<file path="src/ghash_pkg.sv">
package ghash_pkg;

    // width of one GHASH block
    localparam int NB_BLOCK = 128;

    // blocks carried per input beat
    // the accumulate formula in the core holds for two lanes only
    localparam int N_LANES = 2;

    // full beat width, block 0 in the low bits
    localparam int NB_DATA = NB_BLOCK * N_LANES;

    // blocks-absorbed counter width
    localparam int NB_COUNT = 16;

    // reduction constant for 1 + x + x^2 + x^7 + x^128
    // reflected order, so 0xe1 sits in the top byte
    localparam logic [NB_BLOCK-1:0] R_POLY = {8'he1, 120'd0};

    // control states
    typedef enum logic [1:0] {
        // after reset, no key yet
        ST_NO_KEY   = 2'd0,
        // H registered, H^2 being formed
        ST_KEY_CALC = 2'd1,
        // key ready, no message open
        ST_IDLE     = 2'd2,
        // message open
        ST_MSG      = 2'd3
    } ctrl_state_t;

endpackage

</file>
<file path="src/ghash_ctrl.sv">
`timescale 1ns/1ps

module ghash_ctrl (
    input  logic i_clock,
    input  logic i_reset,
    input  logic i_key_valid,
    input  logic i_valid,
    input  logic i_sop,
    input  logic i_eop,
    input  logic i_skip,
    output logic o_ready,
    output logic o_key_load,
    output logic o_beat_en,
    output logic o_beat_restart,
    output logic o_beat_last,
    output logic o_beat_skip,
    output logic o_proto_error
);

    ghash_pkg::ctrl_state_t state_q;
    ghash_pkg::ctrl_state_t state_d;

    // handshake on the beat stream
    logic accept;

    // beat accepted with no message open and no sop
    logic orphan;

    // beats only while a key is ready
    assign o_ready = (state_q == ghash_pkg::ST_IDLE) || (state_q == ghash_pkg::ST_MSG);
    assign accept  = i_valid & o_ready;

    // key only between messages
    // a beat in the same idle cycle wins, the key is then ignored
    assign o_key_load = i_key_valid
                      & ((state_q == ghash_pkg::ST_NO_KEY)
                         | ((state_q == ghash_pkg::ST_IDLE) & ~i_valid));

    assign orphan = accept & (state_q == ghash_pkg::ST_IDLE) & ~i_sop;

    // beat goes into the datapath unless it is an orphan
    assign o_beat_en      = accept & ~orphan;
    assign o_beat_restart = o_beat_en & i_sop;
    assign o_beat_last    = o_beat_en & i_eop;
    // skip only counts on the closing beat
    assign o_beat_skip    = o_beat_last & i_skip;

    always_comb begin
        state_d = state_q;
        case (state_q)
            ghash_pkg::ST_NO_KEY: begin
                if (o_key_load) begin
                    state_d = ghash_pkg::ST_KEY_CALC;
                end
            end
            // single cycle for H^2
            ghash_pkg::ST_KEY_CALC: begin
                state_d = ghash_pkg::ST_IDLE;
            end
            ghash_pkg::ST_IDLE: begin
                if (o_key_load) begin
                    state_d = ghash_pkg::ST_KEY_CALC;
                end else if (o_beat_en && !i_eop) begin
                    state_d = ghash_pkg::ST_MSG;
                end
            end
            // sop mid-message just restarts, state unchanged
            ghash_pkg::ST_MSG: begin
                if (o_beat_last) begin
                    state_d = ghash_pkg::ST_IDLE;
                end
            end
            default: begin
                state_d = ghash_pkg::ST_NO_KEY;
            end
        endcase
    end

    always_ff @(posedge i_clock) begin
        if (i_reset) begin
            state_q       <= ghash_pkg::ST_NO_KEY;
            o_proto_error <= 1'b0;
        end else begin
            state_q <= state_d;
            // sticky until reset
            if (orphan) begin
                o_proto_error <= 1'b1;
            end
        end
    end

endmodule

</file>
<file path="config.mk">
export PLATFORM = sky130hd
export DESIGN_NAME = ghash_ctrl
export DESIGN_NICKNAME = d
export VERILOG_FILES = /design/src/ghash_pkg.sv /design/src/ghash_ctrl.sv
export SDC_FILE = /design/constraint.sdc
export NUM_CORES = 1
export LEC_CHECK = 0
export ABC_AREA = 1
export BUFFER_PORTS_ARGS = -buffer_cell sky130_fd_sc_hd__buf_2
export CAP_MARGIN = 15
export CORE_AREA = 5 5 42 44
export CTS_CLUSTER_SIZE = 10
export DETAILED_ROUTE_END_ITERATION = 6
export DIE_AREA = 0 0 47 49
export GPL_TIMING_DRIVEN = 0
export PLACE_DENSITY = 0.4
export SLEW_MARGIN = 5
export SYNTH_ARGS = -nofsm -noshare
export SYNTH_HDL_FRONTEND = slang
export SYNTH_SLANG_ARGS = --single-unit
</file>
<file path="constraint.sdc">
create_clock -name i_clock -period 1.3 [get_ports i_clock]
set_clock_uncertainty 0.15 [all_clocks]
set_input_delay 0.195 -clock i_clock [delete_from_list [all_inputs] [get_ports i_clock]]
set_output_delay 0.195 -clock i_clock [all_outputs]
set_load 0.03 [all_outputs]
</file>
Word-level counts from Yosys, hierarchy flattened. Cells that the tools add are included.

Register bits: 3. Input port bits: 7. Output and inout bits: 7. Logic and storage cells: 31.

Eq/ne operators: 6. Muxes and demuxes: 5. Bitwise operators: 13. Reduce and logical (&&, ||, !) cells: 5.

Operators with widths (number): 1-bit bitwise AND (9); 2-bit two-way mux (4); 2-bit case mux with 4 select lines (1); 2-bit == test (second input constant) (2); 2-bit != test (second input constant) (2); 3-bit by 2-bit != test with 1-bit output (second input constant) (1); 1-bit inverter (3); 3-bit AND reduction (1); 2-bit by 1-bit == test with 1-bit output (second input constant) (1); 2-bit logical NOT (1); 1-bit logical AND (1); 1-bit logical NOT (1); 1-bit logical OR (1); 1-bit OR (1).

Depth between registers and ports, before layout. Gate-level depths: netlist of run 1.

Depth in word-level cells: 11. Mapped depth: 6. Gate-level depth less buffers: 6.

Worst setup path after synthesis of run 1. No wires, ideal clock.

Path type: register to output. From: register state_q[1]. To: output o_beat_skip. Data arrival time: 1.269 ns. Required time: 0.955 ns. Slack: -0.314 ns. Cell stages (with the launch flop): 5. Buffers on the path: 0. Cells stage by stage: dfxtp_1 -> nand2_2 -> nor2_4 -> nand2_1 -> nor2_1.

Longest elaborated chain between the ends: 9. Elaborated cells on any way between the ends: 10. Classes of those cells: eq/ne (2); bitwise (7); reduce/logical (1).

Ends and longest elaborated chain: from (decl) (RTL line ghash_ctrl.sv:20) `ghash_pkg::ctrl_state_t state_q;`; from (signal assigned) (RTL line ghash_ctrl.sv:81) `state_q <= ghash_pkg::ST_NO_KEY;`; from (signal assigned) (RTL line ghash_ctrl.sv:84) `state_q <= state_d;`; 2-bit == test, on equally long branches (RTL line ghash_ctrl.sv:30, ghash_ctrl.sv:39); 1-bit logical OR (RTL line ghash_ctrl.sv:30) `assign o_ready = (state_q == ghash_pkg::ST_IDLE) || (state_q == ghash_pkg::ST_MSG);`; 1-bit bitwise AND (RTL line ghash_ctrl.sv:31) `assign accept = i_valid & o_ready;`; 1-bit bitwise AND (2 in a row) (RTL line ghash_ctrl.sv:39) `assign orphan = accept & (state_q == ghash_pkg::ST_IDLE) & ~i_sop;`; 1-bit inverter (RTL line ghash_ctrl.sv:42) `assign o_beat_en = accept & ~orphan;`; 1-bit bitwise AND (*) (RTL line ghash_ctrl.sv:42); net o_beat_en (RTL line ghash_ctrl.sv:13) `output logic o_beat_en,`; 1-bit bitwise AND (*) (RTL line ghash_ctrl.sv:44) `assign o_beat_last = o_beat_en & i_eop;`; 1-bit bitwise AND (*) (RTL line ghash_ctrl.sv:46) `assign o_beat_skip = o_beat_last & i_skip;`; to (decl) (RTL line ghash_ctrl.sv:16) `output logic o_beat_skip,`.

The timed path passes the listed nets; every way through them passes the cells marked *.

Worst setup path in the final report of run 1.
From: register state_q[0]. To: output o_beat_skip.

Longest elaborated chain between the ends: 9. Elaborated cells on any way between the ends: 10. Classes of those cells: eq/ne (2); bitwise (7); reduce/logical (1).

Ends and longest elaborated chain (RTL line): 2-bit == test, on equally long branches (ghash_ctrl.sv:30, ghash_ctrl.sv:39); 1-bit logical OR (ghash_ctrl.sv:30); 1-bit bitwise AND (ghash_ctrl.sv:31); 1-bit bitwise AND (2 in a row) (ghash_ctrl.sv:39); 1-bit inverter (ghash_ctrl.sv:42); 1-bit bitwise AND (*) (ghash_ctrl.sv:42); 1-bit bitwise AND (*) (ghash_ctrl.sv:44); 1-bit bitwise AND (*) (ghash_ctrl.sv:46).

Every way passes the cells marked *; elsewhere a longest branch is shown, timed or not.

==> results of run 1 <==
## tightest hold or removal path: cells and delay by family
family | cells | cell delay, ns
buffers and inverters | 1 | 0.13
AOI/OAI and AO/OA | 1 | 0.09
and+or+nand+nor | 1 | 0.07
## per-layer routing
layer / up-vias / share of wire (%) / GRT usage [%] / wire length [um]
met1: 133 / 45 / 8.079 / 299
met3: 0 / 7.2 / 3.321 / 48
met4: 0 / 0 / 2.765 / 0
met2: 10 / 48 / 9.955 / 318
met5: - / 0 / 0 / 0
li1: 160 / - / - / -
## registers in the layout, indices dropped and copies added (netlist names)
register and flops:
state_q 2, o_proto_error 1
## power by group through the flow
stage	Combinational [mW]	Clock (mW)	Sequential (mW)
after floorplan	0.0682	0	0.115
after global placement	0.101	0	0.117
after detailed placement	0.101	0	0.116
after CTS	0.142	0.167	0.115
after global routing	0.189	0.184	0.111
final	0.175	0.158	0.111
## logic make-up after synthesis
group                  count (synthesis)
and+or+nand+nor                       18
buffers and inverters                  9
AOI/OAI and AO/OA                      4
DFF                                    3
## cell usage in the layout, fill, tap and decap left out
cell and instances:
a21oi_1 1, a21oi_2 1, a31oi_1 1, buf_2 7, buf_4 9, buf_6 7
clkbuf_1 1, clkbuf_2 1, clkbuf_4 3, dfxtp_1 1, dfxtp_4 2, dlygate4sd3_1 1
inv_1 5, inv_2 2, inv_4 1, nand2_1 4, nand2_2 1, nand2_4 2
nand3_1 3, nand3_4 1, nor2_1 4, nor2_4 3, o21ai_0 1
## worst paths after layout
kind                                   start                          to  slack (ns)  depth (start not counted)
setup / recovery     state_q[0]$_SDFFE_PP0P_                 o_beat_skip       -0.11                          5
hold / removal                       i_valid  o_proto_error$_SDFFE_PP0P_        0.14                          3
setup reg to reg     state_q[0]$_SDFFE_PP0P_     state_q[0]$_SDFFE_PP0P_       -0.05                          9
hold reg to reg   o_proto_error$_SDFFE_PP0P_  o_proto_error$_SDFFE_PP0P_        0.32                          2
## cell type report
cell class / count / area, sq um
Multi-Input combinational cell: 22 / 150.1
Clock buffer: 4 / 26.28
Inverter: 8 / 32.53
Timing Repair Buffer: 24 / 191.4
Buffer: 1 / 5.005
Tap cell: 16 / 20.02
Sequential cell: 3 / 67.56
Fill cell: 155 / 908.4
## per-stage QoR
step / setup TNS (ns) / cell area, sq um
floorplan: -0.05285 / 224.0
global placement: -0.04368 / 309.0
detailed placement: -0.03632 / 309.0
CTS: -0.3082 / 437.9
global route: -0.8427 / 493.0
finish: -0.3854 / 493.0
## timing repair
action	4_1_cts	5_1_grt
setup buffers	5	5
gates resized for setup	19	4
pin swaps	4	6
endpoints found under the hold margin	1	0
hold buffers	1	0
setup endpoints to repair	5	7
==> results.json, run 1 <==
{
  "synth_warnings": 0,
  "synthAdderAreaFrac_pct": 0,
  "period_share_pct": 108.6,
  "place_worst_setup_slack_ns": -0.03632,
  "cts_root_buf": "clkbuf_4",
  "synth_compound_area_share_pct": 11.98,
  "dp.final_hpwl_um": 475.4,
  "initial_utilization_pct": 14.91,
  "syn-cell-area_sq_um": 209.0,
  "maxSlewViolCount": 0,
  "dp_cells": 63,
  "grt_max_degree": 7,
  "gp_congestion": 0.6544,
  "violations": "setup timing",
  "grt_overflow": 0,
  "synthDistinctLibCells": 13,
  "grt_pass1_vias": 278,
  "portBuffers": 13,
  "power.total_mw": 0.4439,
  "synth_mux_area_share_pct": 0,
  "ir_drop_v": 0.0003851,
  "synth_commonest_cells": "inv_1, nor2_1, nand2_1",
  "drt-vias-per-instance": 3.885,
  "synth_seq_cells": 3,
  "synth_nets": 41,
  "antennaDiodeCount": 0,
  "status": "finished with violations",
  "ant_nets": 0,
  "synth_edf_count": 0,
  "cts.sinks": 3,
  "arrival_ns": 1.07,
  "cap_violations": 0,
  "tightestPinTransition_ns": 0.1954,
  "hold_viol": 0,
  "cp.required_ns": 0.95,
  "die-area_sq_um": 2303,
  "synth.most_common_cell": "inv_1",
  "finalNonFillerCells": 78,
  "synth_xor_area_share_pct": 0,
  "cp_slowest_stage_delay_ns": 0.35,
  "synth_top_family_by_area": "simple AND/OR/NAND/NOR gates",
  "num_rows": 14,
  "async_flop_share_pct": 0,
  "syn_inst": 34,
  "power.leakage_nw": 0.2683,
  "timing.hold.ws_ns": 0.1382,
  "finalWorstSetupSlack_ns": -0.1122,
  "ys_top_cells_by_area": "dfxtp_1, inv_1, nor2_1",
  "yosysTopAreaCell": "dfxtp_1",
  "power_density_nw_per_um2": 900.5,
  "crit_buf_inv": 1,
  "grt_pass1_wl_um": 1138,
  "max_freq_mhz": 708.1,
  "swShare_pct": 31.95,
  "htreeDepth": 1,
  "nNetsFinal": 70,
  "ys_seq_area_share_pct": 28.74,
  "vias": 303,
  "crit_chain": "nor2_4, nor2_4, nand2_4, nor2_4, buf_6",
  "period_minus_slack_ns": 1.412,
  "areaGrowthSynthToFinish_pct": 135.9,
  "end_kind": "output pin",
  "crit_top_cell": "nor2_4",
  "detail_route.first_pass.iterations": 2,
  "worst_path_max_delay_cell": "dfxtp_4",
  "clk_pin_slew_ns": 0.04,
  "cts_tree": "built",
  "p_sw_mw": 0.1418,
  "wl_um": 666,
  "synth_ff_type": "dfxtp_1",
  "die_x_um": 47,
  "io_pins": 14,
  "grtUsageTotal_pct": 6.746,
  "syn_avg_cell_area_sq_um": 6.146,
  "die-height_um": 49,
  "core-area_sq_um": 1401,
  "drt-initial-drc-count": 2,
  "wl_per_cell_um": 8.538,
  "slew_headroom_pct": 86.84,
  "critPathKind": "reg -> out",
  "synthSimpleGateAreaFrac_pct": 43.11,
  "p_int_mw": 0.3021,
  "hold_path.class": "in -> reg",
  "clk-insertion-delay-late_ns": 0.23,
  "antenna_found_initial": 0,
  "power_frac_clock_pct": 35.7,
  "crit_family": "simple AND/OR/NAND/NOR gates",
  "fin_util_pct": 35.18,
  "numCtsBuffers": 3,
  "combPwrFrac_pct": 39.3,
  "clockBufferDepth": 2,
  "cp-start-kind": "register",
  "rsz0062_at_grt": "true",
  "synth_top_area_share_pct": 28.74,
  "drc": 0,
  "crit_fanout": 3,
  "seqPwrFrac_pct": 25.0,
  "setup_viol": 6,
  "layout-drive-gt1-share_pct": 64.52
}
Power figures use the tool's default switching activity.
==> run 2, diff against run 1 <==
--- a/config.mk
+++ b/config.mk
@@ -8,12 +8,14 @@
 export ABC_AREA = 1
 export BUFFER_PORTS_ARGS = -buffer_cell sky130_fd_sc_hd__buf_2
 export CAP_MARGIN = 15
+export CELL_PAD_IN_SITES_DETAIL_PLACEMENT = 0
+export CELL_PAD_IN_SITES_GLOBAL_PLACEMENT = 1
 export CORE_AREA = 5 5 42 44
 export CTS_CLUSTER_SIZE = 10
 export DETAILED_ROUTE_END_ITERATION = 6
 export DIE_AREA = 0 0 47 49
 export GPL_TIMING_DRIVEN = 0
-export PLACE_DENSITY = 0.4
+export PLACE_DENSITY = 0.55
 export SLEW_MARGIN = 5
 export SYNTH_ARGS = -nofsm -noshare
 export SYNTH_HDL_FRONTEND = slang
==> run 2 against run 1 <==
  * The flow still finishes with violations (setup timing)
  * First-iteration DRC count up 50%
  * Die area stayed put
  * Sequential power about the same
  * Hold slack got worse by 0.00096 ns
  * Fmax shrank 0.91%
  * Via count is 3.3% lower
==> results.json, run 2 (synthesis results as in run 1) <==
{
  "status": "finished with violations",
  "violations": "setup timing",
  "wl_per_cell_um": 10.18,
  "initial_utilization_pct": 14.91,
  "die-height_um": 49,
  "clk-insertion-delay-late_ns": 0.23,
  "vias": 293,
  "finalWorstSetupSlack_ns": -0.1252,
  "slew_headroom_pct": 86.80,
  "gp_congestion": 0.6395,
  "die-area_sq_um": 2303,
  "ant_nets": 0,
  "grt_overflow": 0,
  "cts_root_buf": "clkbuf_4",
  "mostFrequentLayoutCells": "buf_6, buf_4, buf_2",
  "cts.sinks": 3,
  "seq_area_sq_um": 67.56,
  "ir_drop_v": 0.0004926,
  "clockBufferDepth": 2,
  "areaGrowthSynthToFinish_pct": 134.1,
  "nNetsFinal": 69,
  "grt_pass1_wl_um": 1248,
  "power_density_nw_per_um2": 924.3,
  "regMostFlops": "state_q",
  "drc": 0,
  "antenna_found_initial": 0,
  "num_rows": 14,
  "grtUsageTotal_pct": 7.314,
  "power.total_mw": 0.4522,
  "cp-start-kind": "register",
  "drt-initial-drc-count": 3,
  "grt_pass1_vias": 309,
  "htreeDepth": 1,
  "hold_path.class": "in -> reg",
  "period_share_pct": 109.6,
  "grt_max_degree": 7,
  "arrival_ns": 1.08,
  "crit_fanout": 4,
  "critPathKind": "reg -> out",
  "hold_viol": 0,
  "cap_violations": 0,
  "end_kind": "output pin",
  "wl_um": 784,
  "period_minus_slack_ns": 1.425,
  "maxSlewViolCount": 0,
  "tightestPinTransition_ns": 0.1959,
  "largest_reg_flops": 2,
  "core-area_sq_um": 1401,
  "setup_viol": 4,
  "power.leakage_nw": 0.2674,
  "fin_util_pct": 34.91,
  "multi_input_area_sq_um": 150.1,
  "die_x_um": 47,
  "clk_pin_slew_ns": 0.04,
  "portBuffers": 13,
  "detail_route.first_pass.iterations": 2,
  "layout-drive-gt1-share_pct": 63.93,
  "antennaDiodeCount": 0,
  "numCtsBuffers": 3,
  "rrSetupSlack_ns": 0.03,
  "drt-vias-per-instance": 3.805,
  "fillCellCount": 162,
  "place_worst_setup_slack_ns": -0.04073,
  "cts_tree": "built",
  "top_regs": "state_q x2, o_proto_error x1",
  "io_pins": 14,
  "cp.required_ns": 0.95,
  "max_freq_mhz": 701.7,
  "rsz0062_at_grt": "true",
  "timing.hold.ws_ns": 0.1372
}
==> run 2: cell count changes in the layout (fill, tap and decap cells not counted) <==
cell      before  now
buf_6          7    8
buf_4          9    8
inv_2          2    3
clkbuf_2       1    0
inv_4          1    0
==> run 2: repair_timing <==
item,4_1_cts,5_1_grt
pin swaps,4,1
hold endpoints to repair,2,0
cloned,0,0
endpoints found under the setup margin,5,6
hold buffers,1,0
buffers inserted,5,4
gates resized for setup,17,6
==> run 2: area by class of cell <==
cell class | instances | share of cell area [%]
well taps | 16 | 4.092
plain buffers | 1 | 2.302
clock buffers | 4 | 5.371
flip-flops and latches | 3 | 13.81
repair buffers | 23 | 37.60
inverters | 8 | 6.138
multi-input cells | 22 | 30.69
==> run 2: power breakdown <==
group | leakage [nW] | switching, mW | internal (mW)
combinational | 0.226 | 0.0891 | 0.0864
sequential | 0.0259 | 0.0118 | 0.103
clock | 0.0150 | 0.0473 | 0.115
total | 0.267 | 0.148 | 0.304
==> run 2: worst max-delay path, stage by stage, from the launching register on <==
cell and delay, ns:
dfxtp_4 0.37, nor2_4 0.05, nor2_4 0.15, nand2_4 0.08, nor2_4 0.08, buf_6 0.13
==> run 2: final timing paths <==
kind	startpoint	end	cells after the start
setup / recovery	state_q[0]$_SDFFE_PP0P_	o_beat_skip	5
hold / removal	i_valid	o_proto_error$_SDFFE_PP0P_	3
setup reg to reg	state_q[0]$_SDFFE_PP0P_	state_q[0]$_SDFFE_PP0P_	8
hold reg to reg	o_proto_error$_SDFFE_PP0P_	o_proto_error$_SDFFE_PP0P_	2
==> run 2: per-stage QoR <==
step,setup TNS [ns],instance area (sq um),instances
detailed placement,-0.04073,309.0,63
global route,-0.6629,489.2,77
floorplan,-0.05285,224.0,34
finish,-0.3379,489.2,77
global placement,-0.03611,309.0,63
CTS,-0.3124,435.4,73
==> run 2: routing by layer <==
metal / vias to the layer above / global-route usage [%] / routed length [um]
li1: 158 / - / -
met1: 124 / 8.972 / 307
met2: 11 / 10.86 / 405
met3: 0 / 3.321 / 72
met4: 0 / 2.765 / 0
met5: - / 0 / 0
==> run 3, diff against run 2 <==
--- a/config.mk
+++ b/config.mk
@@ -16,6 +16,7 @@
 export DIE_AREA = 0 0 47 49
 export GPL_TIMING_DRIVEN = 0
 export PLACE_DENSITY = 0.55
+export RECOVER_POWER = 100
 export SLEW_MARGIN = 5
 export SYNTH_ARGS = -nofsm -noshare
 export SYNTH_HDL_FRONTEND = slang
==> constraint.sdc (replaced) <==
create_clock -name i_clock -period 1.4 [get_ports i_clock]
set_clock_uncertainty 0.15 [all_clocks]
set_input_delay 0.21 -clock i_clock [delete_from_list [all_inputs] [get_ports i_clock]]
set_output_delay 0.21 -clock i_clock [all_outputs]
set_load 0.03 [all_outputs]
==> run 3 against run 2 <==
  * The flow still finishes with violations (setup timing)
  * Final area decreased by 13%
  * Total power decreased by 14%
  * Clock power decreased by 7%
  * First-iteration DRC count decreased by 33%
  * Core utilization decreased by 4.4 points
  * Routed wire length decreased by 20%
  * Critical path type unchanged
  * Largest power group is now the clock network
==> results.json, run 3 (synthesis results as in run 1) <==
{
  "core-area_sq_um": 1401,
  "rr_worst_depth": 6,
  "cp-start-kind": "register",
  "cap_violations": 0,
  "period_minus_slack_ns": 1.439,
  "finalWorstSetupSlack_ns": -0.03930,
  "hold_start": "i_reset",
  "portBuffers": 13,
  "cp.required_ns": 1.04,
  "nNetsFinal": 64,
  "vias": 267,
  "period_share_pct": 102.8,
  "regMostFlops": "state_q",
  "arrival_ns": 1.08,
  "slew_headroom_pct": 76.09,
  "dp_cells": 63,
  "grt_overflow": 0,
  "die_x_um": 47,
  "final_common_cell": "buf_2",
  "cts_tree": "built",
  "holdPathStages": 2,
  "ir_drop_v": 0.0003233,
  "violations": "setup timing",
  "highest_layer": "met3",
  "hold_path.class": "in -> reg",
  "drt-vias-per-instance": 3.708,
  "fin_util_pct": 30.54,
  "place_worst_setup_slack_ns": 0.01674,
  "clockBufferDepth": 2,
  "fin_area_sq_um": 427.9,
  "fin_tns_setup_ns": -0.03930,
  "layout-drive-gt1-share_pct": 60.71,
  "clk-insertion-delay-late_ns": 0.23,
  "maxSlewViolCount": 0,
  "numCtsBuffers": 3,
  "wl_um": 626,
  "dr_wl_met3_um": 53,
  "grt_max_degree": 7,
  "num_rows": 14,
  "die-area_sq_um": 2303,
  "grt_pass1_wl_um": 1014,
  "r2r-end": "state_q[0]$_SDFFE_PP0P_",
  "rrSetupSlack_ns": 0.26,
  "top_regs": "state_q x2, o_proto_error x1",
  "initial_utilization_pct": 14.91,
  "grtUsageTotal_pct": 6.334,
  "clk_pin_slew_ns": 0.04,
  "m1WireLength_um": 281,
  "drt-initial-drc-count": 2,
  "ant_nets": 0,
  "power_density_nw_per_um2": 907.0,
  "status": "finished with violations",
  "detail_route.first_pass.iterations": 4,
  "mostFrequentLayoutCells": "buf_2, inv_1, buf_6",
  "power.leakage_nw": 0.2237,
  "crit_fanout": 4,
  "finalNonFillerCells": 72,
  "max_freq_mhz": 694.8,
  "largest_reg_flops": 2,
  "htreeDepth": 1,
  "drc": 0,
  "cts.sinks": 3,
  "reg2reg_from": "state_q[0]$_SDFFE_PP0P_",
  "postCtsHoldBufs": 0,
  "wl_met2_um": 291,
  "antennaDiodeCount": 0,
  "end_kind": "output pin",
  "io_pins": 14,
  "die-height_um": 49,
  "areaGrowthSynthToFinish_pct": 104.8,
  "wl_per_cell_um": 8.694,
  "critPathKind": "reg -> out",
  "hold_viol": 0,
  "hold-path-endpoint": "state_q[1]$_SDFFE_PP0P_",
  "placed_cell_area_sq_um": 305.3,
  "cts_root_buf": "clkbuf_4",
  "tightestPinTransition_ns": 0.3601,
  "gp_congestion": 0.5981,
  "grt_pass1_vias": 266,
  "antenna_found_initial": 0,
  "setup_viol": 1,
  "rsz0062_at_grt": "true"
}
run 3: layout make-up:
type | count | area [sq um]
Timing Repair Buffer | 18 | 130.1
Multi-Input combinational cell | 22 | 150.1
Fill cell | 166 | 973.4
Clock buffer | 4 | 26.28
Tap cell | 16 | 20.02
Buffer | 1 | 3.754
Sequential cell | 3 | 67.56
Inverter | 8 | 30.03
run 3: layer usage:
layer,global-route usage (%),vias up
li1,-,145
met1,7.895,109
met2,8.145,13
met3,2.214,0
met4,5.530,0
met5,0,-
run 3: worst max-delay path, cell delays in order, from the launching register on:
cell and delay, ns:
dfxtp_4 0.37, nor2_4 0.05, nor2_4 0.13, nand2_2 0.09, nor2_4 0.09, buf_6 0.13
run 3: worst max path at each step:
stage,from,endpoint,slack (ns),cells past startpoint
2_1_floorplan,state_q[0]$_SDFFE_PP0P_,o_beat_skip,0.02,4
3_3_place_gp,state_q[0]$_SDFFE_PP0P_,o_beat_skip,0.02,5
3_5_place_dp,state_q[0]$_SDFFE_PP0P_,o_beat_skip,0.02,5
4_1_cts,state_q[1]$_SDFFE_PP0P_,o_beat_skip,-0.06,5
5_1_grt,state_q[0]$_SDFFE_PP0P_,o_beat_skip,-0.09,5
6_report,state_q[0]$_SDFFE_PP0P_,o_beat_skip,-0.04,5
run 3: timing repair:
| item | in CTS | in global routing |
|---|---|---|
| gates resized for setup | 13 | 6 |
| pin swaps | 3 | 2 |
| cloned | 0 | 0 |
| endpoints found under the setup margin | 4 | 5 |
| buffers inserted | 3 | 2 |
run 3: metrics by stage:
| stage | total power, mW | hold WS [ns] |
|---|---|---|
| finish | 0.3881 | 0.01261 |
| global route | 0.4239 | 0.02295 |
| CTS | 0.3856 | 0.002215 |
| detailed placement | 0.1988 | 0.2524 |
| global placement | 0.2000 | 0.2529 |
| floorplan | 0.1679 | 0.1217 |
run 3: report_power, final:
part | internal, mW | switching, mW
clock | 0.107 | 0.0445
combinational | 0.0572 | 0.0746
sequential | 0.0952 | 0.00980
total | 0.259 | 0.129
