$ cat config.mk
export PLATFORM = sky130hd
export DESIGN_NAME = ghash_block_counter
export DESIGN_NICKNAME = d
export VERILOG_FILES = /design/src/ghash_pkg.sv /design/src/ghash_block_counter.sv
export SDC_FILE = /design/constraint.sdc
export NUM_CORES = 1
export LEC_CHECK = 0
export ABC_AREA = 0
export BUFFER_PORTS_ARGS = -buffer_cell sky130_fd_sc_hd__buf_4
export CORE_UTILIZATION = 45
export CTS_CLUSTER_DIAMETER = 40
export CTS_CLUSTER_SIZE = 20
export DETAILED_ROUTE_END_ITERATION = 10
export HOLD_SLACK_MARGIN = 0.06
export PLACE_DENSITY = 0.67
export SLEW_MARGIN = 20
export SYNTH_ARGS = -nofsm -noshare
export SYNTH_HDL_FRONTEND = slang
export SYNTH_SLANG_ARGS = --single-unit
$ cat constraint.sdc
create_clock -name i_clock -period 5.9 [get_ports i_clock]
set_input_delay 1.475 -clock i_clock [delete_from_list [all_inputs] [get_ports i_clock]]
set_output_delay 1.475 -clock i_clock [all_outputs]
set_load 0.005 [all_outputs]
$ cat src/ghash_pkg.sv
package ghash_pkg;

    // width of one GHASH block
    localparam int NB_BLOCK = 128;

    // blocks carried per input beat
    // the accumulate formula in the core holds for two lanes only
    localparam int N_LANES = 2;

    // full beat width, block 0 in the low bits
    localparam int NB_DATA = NB_BLOCK * N_LANES;

    // blocks-absorbed counter width
    localparam int NB_COUNT = 16;

    // reduction constant for 1 + x + x^2 + x^7 + x^128
    // reflected order, so 0xe1 sits in the top byte
    localparam logic [NB_BLOCK-1:0] R_POLY = {8'he1, 120'd0};

    // control states
    typedef enum logic [1:0] {
        // after reset, no key yet
        ST_NO_KEY   = 2'd0,
        // H registered, H^2 being formed
        ST_KEY_CALC = 2'd1,
        // key ready, no message open
        ST_IDLE     = 2'd2,
        // message open
        ST_MSG      = 2'd3
    } ctrl_state_t;

endpackage

$ cat src/ghash_block_counter.sv
`timescale 1ns/1ps

module ghash_block_counter (
    input  logic                           i_clock,
    input  logic                           i_reset,
    input  logic                           i_beat_en,
    input  logic                           i_beat_restart,
    input  logic                           i_beat_skip,
    output logic [ghash_pkg::NB_COUNT-1:0] o_block_count
);

    // count before this beat, zero on sop
    logic [ghash_pkg::NB_COUNT-1:0] base;
    // blocks in this beat
    logic [1:0]                     step;
    // one extra bit for the carry out
    logic [ghash_pkg::NB_COUNT:0]   sum_wide;

    assign base     = i_beat_restart ? '0 : o_block_count;
    assign step     = i_beat_skip ? 2'd1 : 2'd2;
    assign sum_wide = {1'b0, base} + {{(ghash_pkg::NB_COUNT-1){1'b0}}, step};

    always_ff @(posedge i_clock) begin
        if (i_reset) begin
            o_block_count <= '0;
        end else if (i_beat_en) begin
            // saturate at all ones on overflow
            o_block_count <= sum_wide[ghash_pkg::NB_COUNT]
                           ? '1
                           : sum_wide[ghash_pkg::NB_COUNT-1:0];
        end
    end

endmodule

Word level (Yosys, flattened, before mapping)
Cells that the tools add are included.
{"block": "totals", "regBits": 16, "output_inout_bits": 16, "word_cells": 5}
{"block": "op_classes", "addsub": 1, "muxes": 3}
{"operator": "$mux W16", "n": 2}
{"operator": "$add A16 B2 Y17", "n": 1}
{"operator": "$mux W2", "n": 1}

Logic depth before layout (Yosys ltp)
Gate-level depths: netlist (run 1).
{"block": "logic_depth", "ltp_word": 3, "depth_mapped": 10}

Worst setup path before layout (run 1)
Ideal clock, no wire load.
{"block": "synth_timing", "kind": "in2reg", "start": "input i_beat_restart", "end": "register o_block_count[15] (netlist name)", "setup_time_ns": 0.086, "t_arrival_ns": 3.459, "slack_ns": 2.355, "cell_stages": 9, "n_path_buf": 2, "cell_sequence": "buf_6 clkbuf_1 nor2b_1 ha_1 fa_1 nand3b_4 or4_4 a41o_1 a221oi_2"}
{"block": "synth_via", "elab_chain_len": 3}
{"item": "start: declaration", "line": "ghash_block_counter.sv:7", "rtl": "input logic i_beat_restart,"}
{"item": "$mux W16", "line": "ghash_block_counter.sv:19", "rtl": "assign base = i_beat_restart ? '0 : o_block_count;"}
{"item": "$add A16 B2 Y17", "line": "ghash_block_counter.sv:21", "rtl": "assign sum_wide = {1'b0, base} + {{(ghash_pkg::NB_COUNT-1){1'b0}}, step};"}
{"item": "$mux W16", "line": "ghash_block_counter.sv:29", "rtl": "? '1"}
{"item": "end signal: assignment", "line": "ghash_block_counter.sv:28", "rtl": "o_block_count <= sum_wide[ghash_pkg::NB_COUNT]"}
{"item": "end: declaration", "line": "ghash_block_counter.sv:9", "rtl": "output logic [ghash_pkg::NB_COUNT-1:0] o_block_count"}
Every way passes these cells.
A chain may end at the register's enable or synchronous reset.

Worst setup path in the final report (run 1)
{"block": "layout_timing", "start": "input i_beat_restart", "end": "register o_block_count[14] (netlist name)"}
Same word-level chain as after synthesis.

==> results of run 1 <==
==> Yosys cell counts (all sizes together) <==
| library cell | count |
|---|---|
| a31oi | 1 |
| o21ai | 4 |
| fa | 1 |
| a21oi | 8 |
| and2 | 1 |
| o31a | 1 |
| nor2 | 13 |
| o211ai | 1 |
| inv | 9 |
| nand2b | 3 |
| or4 | 1 |
| a311o | 1 |
| a31o | 1 |
| a32oi | 2 |
| o21a | 2 |
| dfxtp | 16 |
| nand4 | 3 |
| nor3 | 3 |
| a41o | 2 |
| nand3b | 2 |
| o32ai | 5 |
| a221oi | 1 |
| nand4b | 3 |
| a41oi | 1 |
| a211oi | 4 |
| ha | 2 |
| nand3 | 7 |
| mux2i | 1 |
| nand2 | 9 |
| clkbuf | 3 |
| a311oi | 1 |
| and3 | 2 |
| o2bb2ai | 2 |
| nor2b | 3 |
| dlygate4sd1 | 1 |
| nor4 | 8 |
| a22oi | 2 |
| mux2 | 1 |
| buf | 4 |
==> per-stage QoR <==
step	worst slack, ns	hold slack [ns]
2_1_floorplan	2.35	0.486
3_3_place_gp	2.30	0.488
3_5_place_dp	2.26	0.500
4_1_cts	2.58	0.517
5_1_grt	2.27	0.557
6_report	2.54	0.513
==> area by class of cell <==
type | count | area (sq um) | area share
well taps | 28 | 35.0 | 0.0273
inverters | 9 | 33.8 | 0.0263
clock buffers | 4 | 36.3 | 0.0283
repair buffers | 20 | 150 | 0.117
multi-input cells | 102 | 708 | 0.552
flip-flops and latches | 16 | 320 | 0.250
==> layer usage <==
layer / wire [microns] / vias to the layer above / GRT usage
met3: 210 / 5 / 0.0556
li1: - / 551 / -
met5: 0 / - / 0
met4: 29 / 0 / 0.0631
met2: 1300 / 49 / 0.391
met1: 1330 / 524 / 0.332
==> kinds of logic (layout without fill, tap and decap cells) <==
family,count (synthesis),count (layout),synth area share
adders and majority gates,3,3,0.0402
muxes,2,2,0.0190
and+or+nand+nor,58,58,0.311
AOI/OAI and AO/OA,39,39,0.261
buffers and inverters,17,33,0.0826
DFF,16,16,0.286
==> worst max-delay path, delay by kind of cell <==
family | cells | cell delay [ns]
simple gates | 3 | 1.02
compound gates | 2 | 0.43
fa+ha+maj | 2 | 0.48
buf+inv | 1 | 0.18
==> how the worst max path moves through the flow <==
stage | to | from
6_report | o_block_count[14] | i_beat_restart
5_1_grt | o_block_count[14] | i_beat_restart
4_1_cts | o_block_count[14] | i_beat_restart
3_5_place_dp | o_block_count[14] | i_beat_restart
3_3_place_gp | o_block_count[14] | i_beat_restart
2_1_floorplan | o_block_count[15] | i_beat_restart
==> power groups by stage <==
stage                      clock, W  sequential (W)  combinational [W]
after floorplan                   0        0.000113          0.0000185
after global placement            0        0.000113          0.0000241
after detailed placement          0        0.000113          0.0000242
final                     0.0000766        0.000110          0.0000245
after global routing      0.0000837        0.000111          0.0000273
after CTS                 0.0000794        0.000110          0.0000244
==> run summary, run 1 <==
The flow ran to the end, and the final reports show no timing, DRC or antenna violations. The starting density of the core was 0.493. The full die area was 2690 sq um; the via total after detailed routing was 1129. The worst-case IR drop observed on VDD is 0.134 mV. In this run the most critical hold path is launched from o_block_count[1]. The number of H-tree levels was 1; the total global routing overflow was 0.

Excluding fillers, the count of instances in the completed layout stands at 179. The share of the synthesized area in the top cell type is 0.286, and the worst-case clock buffer depth is 2. The worst slew margin relative to its limit was 0.470; the critical path data arrival time was 3.59 ns. After floorplanning, the core was divided into 17 placement rows. The master of the slowest instance on the critical path was sky130_fd_sc_hd__nor4_4. Synthesis produced a netlist with a net count of 143. The initial antenna violation count was 0; the post-cts repair resize count was 0. The count of antenna-violating nets left after detailed routing was 0. The via count of the first global-routing pass is 1055. The repair_antennas step left the layout with diodes totalling 0. The register ranked first by flip-flop count was o_block_count. The first global-routing pass estimated 4950 microns of wire. The number of cells on the worst reg-to-reg path was 7. In this run the critical register-to-register path is captured at o_block_count[14]. During synthesis, Yosys emitted a total of 0 warnings. Placed cell area: 1250 sq um.

The critical path goes through buf_4 > nor2b_1 > ha_1 > fa_1 > nand3b_4 > nor4_4 > a41oi_1 > a211oi_1. The clock-pin slew on the worst setup and hold paths was 0.11 ns. For hold timing, the worst endpoint is o_block_count[1]. Most common library cell in the layout ignoring fill and taps: sky130_fd_sc_hd__buf_4. The logs give 0 for the number of maximum-capacitance violations and 0 for the number of hold violations in the final report.

The tools report the nature of the critical path endpoint as a flip-flop. At the pin with the least slew margin, the transition time is 0.792 ns. Ranked by total cell area, the synthesized netlist is headed by sky130_fd_sc_hd__dfxtp_1, sky130_fd_sc_hd__nor2_1, sky130_fd_sc_hd__nor4_1, sky130_fd_sc_hd__o32ai_1, sky130_fd_sc_hd__a21oi_1. In this run the tool buffered the top-level ports with 20 buffer cells.

Mean post-synth cell area: 8.30 sq um. The clock power share is 0.362, and the hold-fix buffer count after cts is 0. The final weighted congestion of routability-driven global placement was 0.947; the mapped cell area was 1120 sq um.

The wire length after detailed routing came out at 2880 microns. The root buffer cell is sky130_fd_sc_hd__clkbuf_4. The worst-skew pair later-pin latency was 0.30 ns; the y dimension of the die was 51.9 microns. Setup repair after global routing left no endpoint under its margin. Cell type contributing the most total cell area after synthesis: sky130_fd_sc_hd__dfxtp_1. For this block, the initial DRC count from the detailed router was 57. After floorplanning, the core was sized to cover 2280 sq um.

The highest fanout seen on the critical path was 22. The layout cell share with drive strength beyond 1 was 0.212; the end-of-flow core utilization was 0.564. Entering global routing, the biggest net connects 23 pins.

The tools report the distinct cell type count after synthesis as 47. The library cells used most frequently in the layout, excluding fill and tap cells, are sky130_fd_sc_hd__buf_4, sky130_fd_sc_hd__dfxtp_1, sky130_fd_sc_hd__nor2_1, sky130_fd_sc_hd__inv_1, sky130_fd_sc_hd__nand2_1. The number of clock buffers added by TritonCTS is 3.

The number of clock sinks seen by CTS was 16. The switching part of the total power was 0.259; the number of pins exceeding their max-slew limit in the final report was 0. The tools report the count of endpoints failing setup in the final report as 0.

The critical path is of the input pin to flip-flop type. Reg2reg setup slack: 3.50 ns. The largest registers in the layout are o_block_count: 16 flops. After routing, the total negative slack on setup checks comes to 0 ns. The run gives 6.13 ns as the data required time of the worst path. The worst stage delay on the critical path was 0.71 ns. The logs give 0.000212 W for the total power and 210 for the total of fill cells in the finished design. Subtracting the final worst setup slack from the clock period gives 3.36 ns. In this run the worst hold path is classified as flip-flop to flip-flop. The number of setup buffers added after CTS is 0.

For this run, the top clock speed supported by timing is 297 MHz. After detailed routing, the number of vias per cell comes to 6.31. Fraction of power consumed by sequential logic: 0.522. Counting instances, the worst hold path has a depth of 2.

Counting every instance in the synthesized netlist gives 135. Startpoint type of the worst setup path: an input pin. The tools report the static power due to leakage as 0.478 nW.

The share of the yosys chip area belonging to registers is 0.286. The power dissipated by switching net loads is 0.0000548 W. The final period utilization was 0.570. Between clock sinks in the finished design, the worst skew comes to 0.00835 ns.

The average wire per cell in the routed design is 16.1 microns. After detailed routing, the number of remaining DRC violations is 0. Power spread over the standard cell area amounts to 165 nW/um^2.

The final HPWL from detailed placement was 1950 microns; the flip-flop count of the largest register, all copies and words added was 16. The area growth from synthesis to layout is 14.5%. The tools report the instance count after placement with tap cells included as 175. 21 I/O pins were placed. The pre-antenna-repair detailed-routing pass consisted of 4 iterations.

From left edge to right edge, the die measures 51.9 microns. The total track usage was 0.246. TritonCTS built the clock tree. The internal power of the cells totals 0.000157 W.

Synthesis inferred 16 register bits. The worst register-to-register path begins at o_block_count[0]. After the last flow step, the layout net total stands at 160.

The post-route cell area is 1280 sq um, and the share of power burned in combinational logic is 0.116.
Note: power is estimated with default switching activity, not from simulation.
==> run 2, diff against run 1 <==
==> constraint.sdc (replaced) <==
create_clock -name i_clock -period 3.25 [get_ports i_clock]
set_input_delay 0.8125 -clock i_clock [delete_from_list [all_inputs] [get_ports i_clock]]
set_output_delay 0.8125 -clock i_clock [all_outputs]
set_load 0.005 [all_outputs]
==> run 2 against run 1 <==
Against the previous run: power grew 84%; register-to-register slack lost 2.6 ns; count of clock-buffer cells in the layout is the same; first-iteration DRC count is the same; critical path type unchanged; combinational power grew 79%; die area is the same; core utilization grew 0.66 points; largest power group unchanged.
==> run summary, run 2 (same netlist as run 1, synthesis figures left out) <==
At the end of the flow, the number of nets in the layout was 162. Across the whole layout, storage elements account for 320 sq um. The worst setup path is captured at a flip-flop. The average wire per cell in the routed design is 15.7 microns.

The maximum number of pins on one net before global-route repair was 23; the initial antenna violation count was 0. The buffer and inverter count on the worst path came out at 1. Worst supply voltage drop on vdd: 0.203 mV. Startpoint type of the worst setup path: an input pin. The total global routing overflow came out at 0.

The floorplan step defined a core boundary enclosing 2280 sq um. The routed design uses 1280 microns of met2 wire. Measured along the y axis, the die boundary spans 51.9 microns. The signal on the critical path passes through buf_4 > nor2b_1 > ha_1 > fa_1 > nand3b_4 > or4_4 > a41o_1 > a221oi_2.

The run gives 0 as the number of hold violations in the final report. The master of the slowest instance on the critical path was sky130_fd_sc_hd__or4_4. From synthesis to final layout, the design area changed by 15.8%.

In the final layout, the registers with the most flip-flops are o_block_count: 16 flops. The die boundary width works out to 51.9 microns. The final period utilization was 0.801.

The top cell types in the final layout, fill and taps aside, are sky130_fd_sc_hd__buf_4, sky130_fd_sc_hd__dfxtp_1, sky130_fd_sc_hd__nor2_1, sky130_fd_sc_hd__inv_1, sky130_fd_sc_hd__nand2_1. The startpoint identified for the worst register-to-register timing path is o_block_count[0]. In this design, the largest share of critical-path delay is due to simple AND/OR/NAND/NOR gates.

Flip-flop count of the largest register, all copies and words added: 16. The number of pins exceeding their max-slew limit in the final report was 0. Data on the critical path is required at its endpoint by 3.46 ns.

For the starting density of the core, the log shows 0.493. The worst-skew pair later-pin latency came out at 0.30 ns. Number of cells on the worst reg-to-reg path: 7. In the final layout, the multi-input gates occupy 708 sq um. TritonCTS built the clock tree. Worst slew margin relative to its limit: 0.492. Type of the worst min-delay path: flip-flop to flip-flop. TritonCTS created 3 clock buffers. For the maximum clock frequency, the log shows 384 MHz. Counting flops per register, the top entry is o_block_count. The clock-pin slew on the worst setup and hold paths came out at 0.12 ns.

The tools report the number of maximum-capacitance violations as 0. The most common library cell in the layout ignoring fill and taps was sky130_fd_sc_hd__buf_4. In this run the deepest clock path goes through 2 buffers. The first detailed-routing pass ran for 4 iterations.

Number of post-CTS setup repair buffers: 0. Post-route clock skew: 0.0107 ns. Routability-driven placement finished with a final weighted congestion of 0.916. The clock drives 16 sinks. Timing analysis after detailed placement gives a worst setup slack of 0.349 ns. The floorplan step defined a die boundary enclosing 2690 sq um. For this design the ratio of total power to cell area is 299 nW/um^2. The filler cells instantiated in the layout total 207.

The logs give 21 for the I/O pin total and 0.95 ns for the reg2reg setup slack. The layout cell share with drive strength beyond 1 is 0.222. The clock period minus worst slack was 2.60 ns; the hold-critical path depth was 2. The worst hold path begins at o_block_count[1]. The design draws 0.000388 W. The run finished with clean final reports. In the final routing, the length of wire on met1 measures 1360 microns. The hold path endpoint was o_block_count[1]. Setup repair after global routing left no endpoint under its margin.

Once the clock tree was built, the resizer swapped 0 gates to a different size. Setup violations remaining at the end of the flow were counted as 0. The via count of the first global-routing pass came out at 1013. The total track usage came out at 0.232.

Reg-to-reg endpoint: o_block_count[15]. In this run the static leakage power is 0.489 nW. The first routing iteration left 57 violations. At the worst endpoint, the arrival time is 2.82 ns. After detailed routing, the number of remaining DRC violations is 0.

The floorplan has 17 rows. In this design, the stage delay of the slowest critical-path cell is 0.55 ns. The worst-margin pin slew was 0.759 ns. The hold-fix buffer count after cts is 0, and the ratio of routed vias to standard cells is 6.34.

The logs give 1 for the number of H-tree levels and 181 for the count of placed standard cells in the final layout, fillers left out. The summed negative setup slack over all endpoints was 0 ns; the final HPWL from detailed placement was 1970 microns. The first global-routing pass estimated 4710 microns of wire.

The count of nets left with antenna violations once routing finished came out at 0. The post-layout worst setup margin was 0.645 ns; the number of port buffers was 20. The highest fanout seen on the critical path came out at 22. After detailed placement, the design holds a cell count of 177.

The number of antenna diodes in the final layout is 0. CTS placed an instance of sky130_fd_sc_hd__clkbuf_4 at the clock tree root. The via total after detailed routing came out at 1147. The routed design has 2840 microns of wire. Summed over all nets, wire length on met3 after detailed routing comes to 162 microns.

The kind of critical path is input pin to flip-flop. Uppermost signal routing layer after detailed routing: met4.
[run 2: worst max path at each step]
stage | start | endpoint | slack (ns) | depth (start not counted)
4_1_cts | i_beat_restart | o_block_count[15] | 0.66 | 8
3_3_place_gp | i_beat_restart | o_block_count[15] | 0.43 | 8
3_5_place_dp | i_beat_restart | o_block_count[15] | 0.35 | 8
5_1_grt | i_beat_restart | o_block_count[15] | 0.52 | 8
2_1_floorplan | i_beat_restart | o_block_count[15] | 0.37 | 9
6_report | i_beat_restart | o_block_count[15] | 0.65 | 8
[run 2: worst reg2reg max path: stages (launching register included)]
cell                       delay [ns]
sky130_fd_sc_hd__dfxtp_1         0.38
sky130_fd_sc_hd__nor2b_1         0.15
sky130_fd_sc_hd__ha_1            0.20
sky130_fd_sc_hd__fa_1            0.29
sky130_fd_sc_hd__nand3b_4        0.15
sky130_fd_sc_hd__or4_4           0.55
sky130_fd_sc_hd__a41o_1          0.25
sky130_fd_sc_hd__a221oi_2        0.24
[run 2: final cells by class]
type	instances	share of cell area
Clock buffer	4	0.0279
Inverter	9	0.0260
Multi-Input combinational cell	102	0.545
Sequential cell	16	0.247
Tap cell	28	0.0270
Timing Repair Buffer	22	0.127
[run 2: routing by layer]
layer,global-route usage,vias to the layer above
met5,0,-
met4,0.0721,0
met3,0.0322,4
met2,0.370,46
met1,0.321,541
li1,-,556
[run 2: metrics by stage]
stage / utilization / area, sq um / hold slack (ns)
floorplan: - / 1120 / 0.486
global placement: 0.555 / 1260 / 0.493
detailed placement: 0.555 / 1260 / 0.497
CTS: 0.571 / 1300 / 0.515
global route: 0.571 / 1300 / 0.556
finish: 0.571 / 1300 / 0.505
[run 2: where the power goes]
group	switching (W)	leakage [nW]	total (W)	internal, W
clock	0.0000757	0.0210	0.000144	0.0000682
combinational	0.0000261	0.339	0.0000439	0.0000178
sequential	0.00000213	0.129	0.000200	0.000198
total	0.000104	0.489	0.000388	0.000284
==> run 3, diff against run 2 <==
==> constraint.sdc (replaced) <==
create_clock -name i_clock -period 2.64 [get_ports i_clock]
set_input_delay 0.66 -clock i_clock [delete_from_list [all_inputs] [get_ports i_clock]]
set_output_delay 0.66 -clock i_clock [all_outputs]
set_load 0.005 [all_outputs]
==> run 3 against run 2 <==
Against the previous run: sequential share of layout area fell by 0.78 points; register-to-register slack worse by 0.54 ns; core utilization up 1.9 points; hold slack improved by 0.015 ns; sequential power is 23% higher; final area up 3.3%; first-iteration DRC count is 33% lower; largest cell class unchanged; highest routed layer unchanged.
==> run summary, run 3 (same netlist as run 1, synthesis figures left out) <==
For flop-to-flop paths, the worst setup slack is 0.41 ns. The tools report the total of fill cells in the finished design as 224. The kind of critical path is input pin to flip-flop. The core region is 2280 sq um. The total track usage was 0.254. DRC violation total after the first TritonRoute iteration: 38. Timing would allow up to 434 MHz. The library cells used most frequently in the layout, excluding fill and tap cells, are sky130_fd_sc_hd__buf_4, sky130_fd_sc_hd__dfxtp_1, sky130_fd_sc_hd__nor2_1, sky130_fd_sc_hd__inv_1, sky130_fd_sc_hd__nand2_1.

The highest fanout seen on the critical path works out to 7. After global routing the overflow that remains totals 0. Setup total negative slack on the finished layout was measured at 0 ns. The run gives 1169 as the via total after detailed routing. The most common library cell in the layout ignoring fill and taps is sky130_fd_sc_hd__buf_4.

For the count of endpoints failing setup in the final report, the log shows 0. The run gives 0 as the initial antenna violation count. Cell area power density: 356 nW/um^2. The area occupied by multi-input gates was 713 sq um. The type of the worst min-delay path is flip-flop to flip-flop. The detailed-route DRC error count is 0, and the post-route clock skew is 0.00498 ns. The number of pins exceeding their max-slew limit in the final report came out at 0. For the pin with the worst max-slew slack, the measured transition is 0.441 ns.

The number of post-CTS setup repair buffers was 0; the total power was 0.000478 W. The first global-routing pass estimated 5110 microns of wire. Setup repair after global routing left no endpoint under its margin.

Layout cell share with drive strength beyond 1: 0.259. The master of the slowest instance on the critical path was sky130_fd_sc_hd__or4_4. The flip-flop count of the largest register, all copies and words added was 16; the total iterations of the first detailed-routing run was 4. Using the TritonRoute via totals, the vias-per-cell ratio works out to 6.28. The run gives 0 as the number of hold violations in the final report.

On the worst path, the slowest cell contributes a delay of 0.52 ns. For the maximum number of pins on one net before global-route repair, the log shows 22. The total clock buffers created by CTS came out at 3.

The flow ran to the end, and the final reports show no timing, DRC or antenna violations. The tools report the nature of the critical path endpoint as a flip-flop. In the final layout, the registers with the most flip-flops are o_block_count: 16 flops. For the diode insertion count for antenna repair, the log shows 0. At the later pin of the worst-skew pair, clock insertion delay measures 0.29 ns. Measured along the x axis, the die boundary spans 51.9 microns.

The clock period minus worst slack is 2.30 ns. The data required time of the worst path was 2.85 ns; the I/O pin total was 21. The worst setup path is launched from an input pin. Buffers inserted to repair hold after CTS numbered 0. The worst-case clock buffer depth was 2; the clock-pin slew on the worst setup and hold paths was 0.11 ns. The worst hold path terminates at o_block_count[1]. IR analysis of the VDD net gives a maximum drop of 0.253 mV. The worst register-to-register path has a depth of 7. The tools report the count of antenna-violating nets left after detailed routing as 0. Along the worst hold path, the cell count comes to 2. The critical path's top delay family was simple AND/OR/NAND/NOR gates.

The worst slew margin relative to its limit was 0.704. Detailed placement ended at an HPWL of 2260 microns. For the via count of the first global-routing pass, the log shows 1080. In this run the critical register-to-register path is launched from o_block_count[0]. In this run the static leakage power is 0.510 nW. Data on the critical path arrives at its endpoint at 2.52 ns. Routability-driven placement finished with a final weighted congestion of 0.894. The number of port buffers was 20; the buffer and inverter count on the worst path was 1. Average wire per cell in the routed design: 16.6 microns. The logs give 0 for the number of maximum-capacitance violations and 16 for the number of clock sinks seen by CTS. The area used by sequential logic in the layout came out at 320 sq um. TritonCTS built the clock tree.

The starting density of the core is 0.493, and the number of H-tree levels is 1. Clock tree synthesis selected as its root buffer the cell sky130_fd_sc_hd__clkbuf_4. From bottom edge to top edge, the die measures 51.9 microns. Summed over all layers, the routed wires come to 3100 microns.

Traced cell by cell, the critical path runs through buf_4 > nor2b_1 > ha_2 > fa_2 > nand3b_4 > or4_4 > a41o_1 > a221oi_2. The register ranked first by flip-flop count is o_block_count. The full die area was 2690 sq um; the placement row count was 17. The area growth from synthesis to layout is 19.6%. The net count of the finished layout is 167. In this run the critical register-to-register path is captured at o_block_count[15]. The post-cts repair resize count came out at 0. The tools report the beginning of the worst hold path as o_block_count[1]. The final period utilization came out at 0.873.
run 3: metal layers:
layer | up-vias | wire (microns) | GRT usage
met3 | 3 | 137 | 0.0263
met1 | 556 | 1430 | 0.331
li1 | 568 | - | -
met5 | - | 0 | 0
met2 | 42 | 1500 | 0.434
met4 | 0 | 19 | 0.0811
run 3: stage by stage:
step | cells | hold WS [ns] | area (sq um) | setup slack, ns | utilization
2_1_floorplan | 135 | 0.486 | 1130 | 0.00870 | -
3_3_place_gp | 182 | 0.495 | 1310 | 0.116 | 0.573
3_5_place_dp | 182 | 0.508 | 1310 | 0.0354 | 0.573
4_1_cts | 186 | 0.525 | 1340 | 0.350 | 0.589
5_1_grt | 186 | 0.543 | 1340 | 0.264 | 0.589
6_report | 186 | 0.520 | 1340 | 0.336 | 0.589
run 3: worst register-to-register path, stage by stage (launching register included):
cell and delay, ns:
sky130_fd_sc_hd__dfxtp_1 0.38, sky130_fd_sc_hd__nor2b_1 0.16, sky130_fd_sc_hd__ha_2 0.22, sky130_fd_sc_hd__fa_2 0.27, sky130_fd_sc_hd__nand3b_4 0.14, sky130_fd_sc_hd__or4_4 0.52, sky130_fd_sc_hd__a41o_1 0.21, sky130_fd_sc_hd__a221oi_2 0.25
run 3: how the worst max path moves through the flow:
stage                             end      startpoint  slack, ns  cells past startpoint
finish              o_block_count[15]  i_beat_restart       0.34                      8
global route        o_block_count[15]  i_beat_restart       0.26                      8
CTS                 o_block_count[15]  i_beat_restart       0.35                      8
detailed placement  o_block_count[15]  i_beat_restart       0.04                      8
global placement    o_block_count[15]  i_beat_restart       0.12                      8
floorplan           o_block_count[15]  i_beat_restart      0.009                      9
run 3: final cells by class:
cell class,count,share of cell area
multi-input combinational,102,0.532
timing repair buffer,27,0.151
clock buffer,4,0.0271
inverter,9,0.0252
sequential,16,0.239
tap,28,0.0261
run 3: power by group:
group / switching, W / internal [W] / leakage, nW
Clock: 0.0000871 / 0.0000841 / 0.0210
Sequential: 0.00000277 / 0.000244 / 0.129
Combinational: 0.0000343 / 0.0000256 / 0.360
Total: 0.000124 / 0.000354 / 0.510
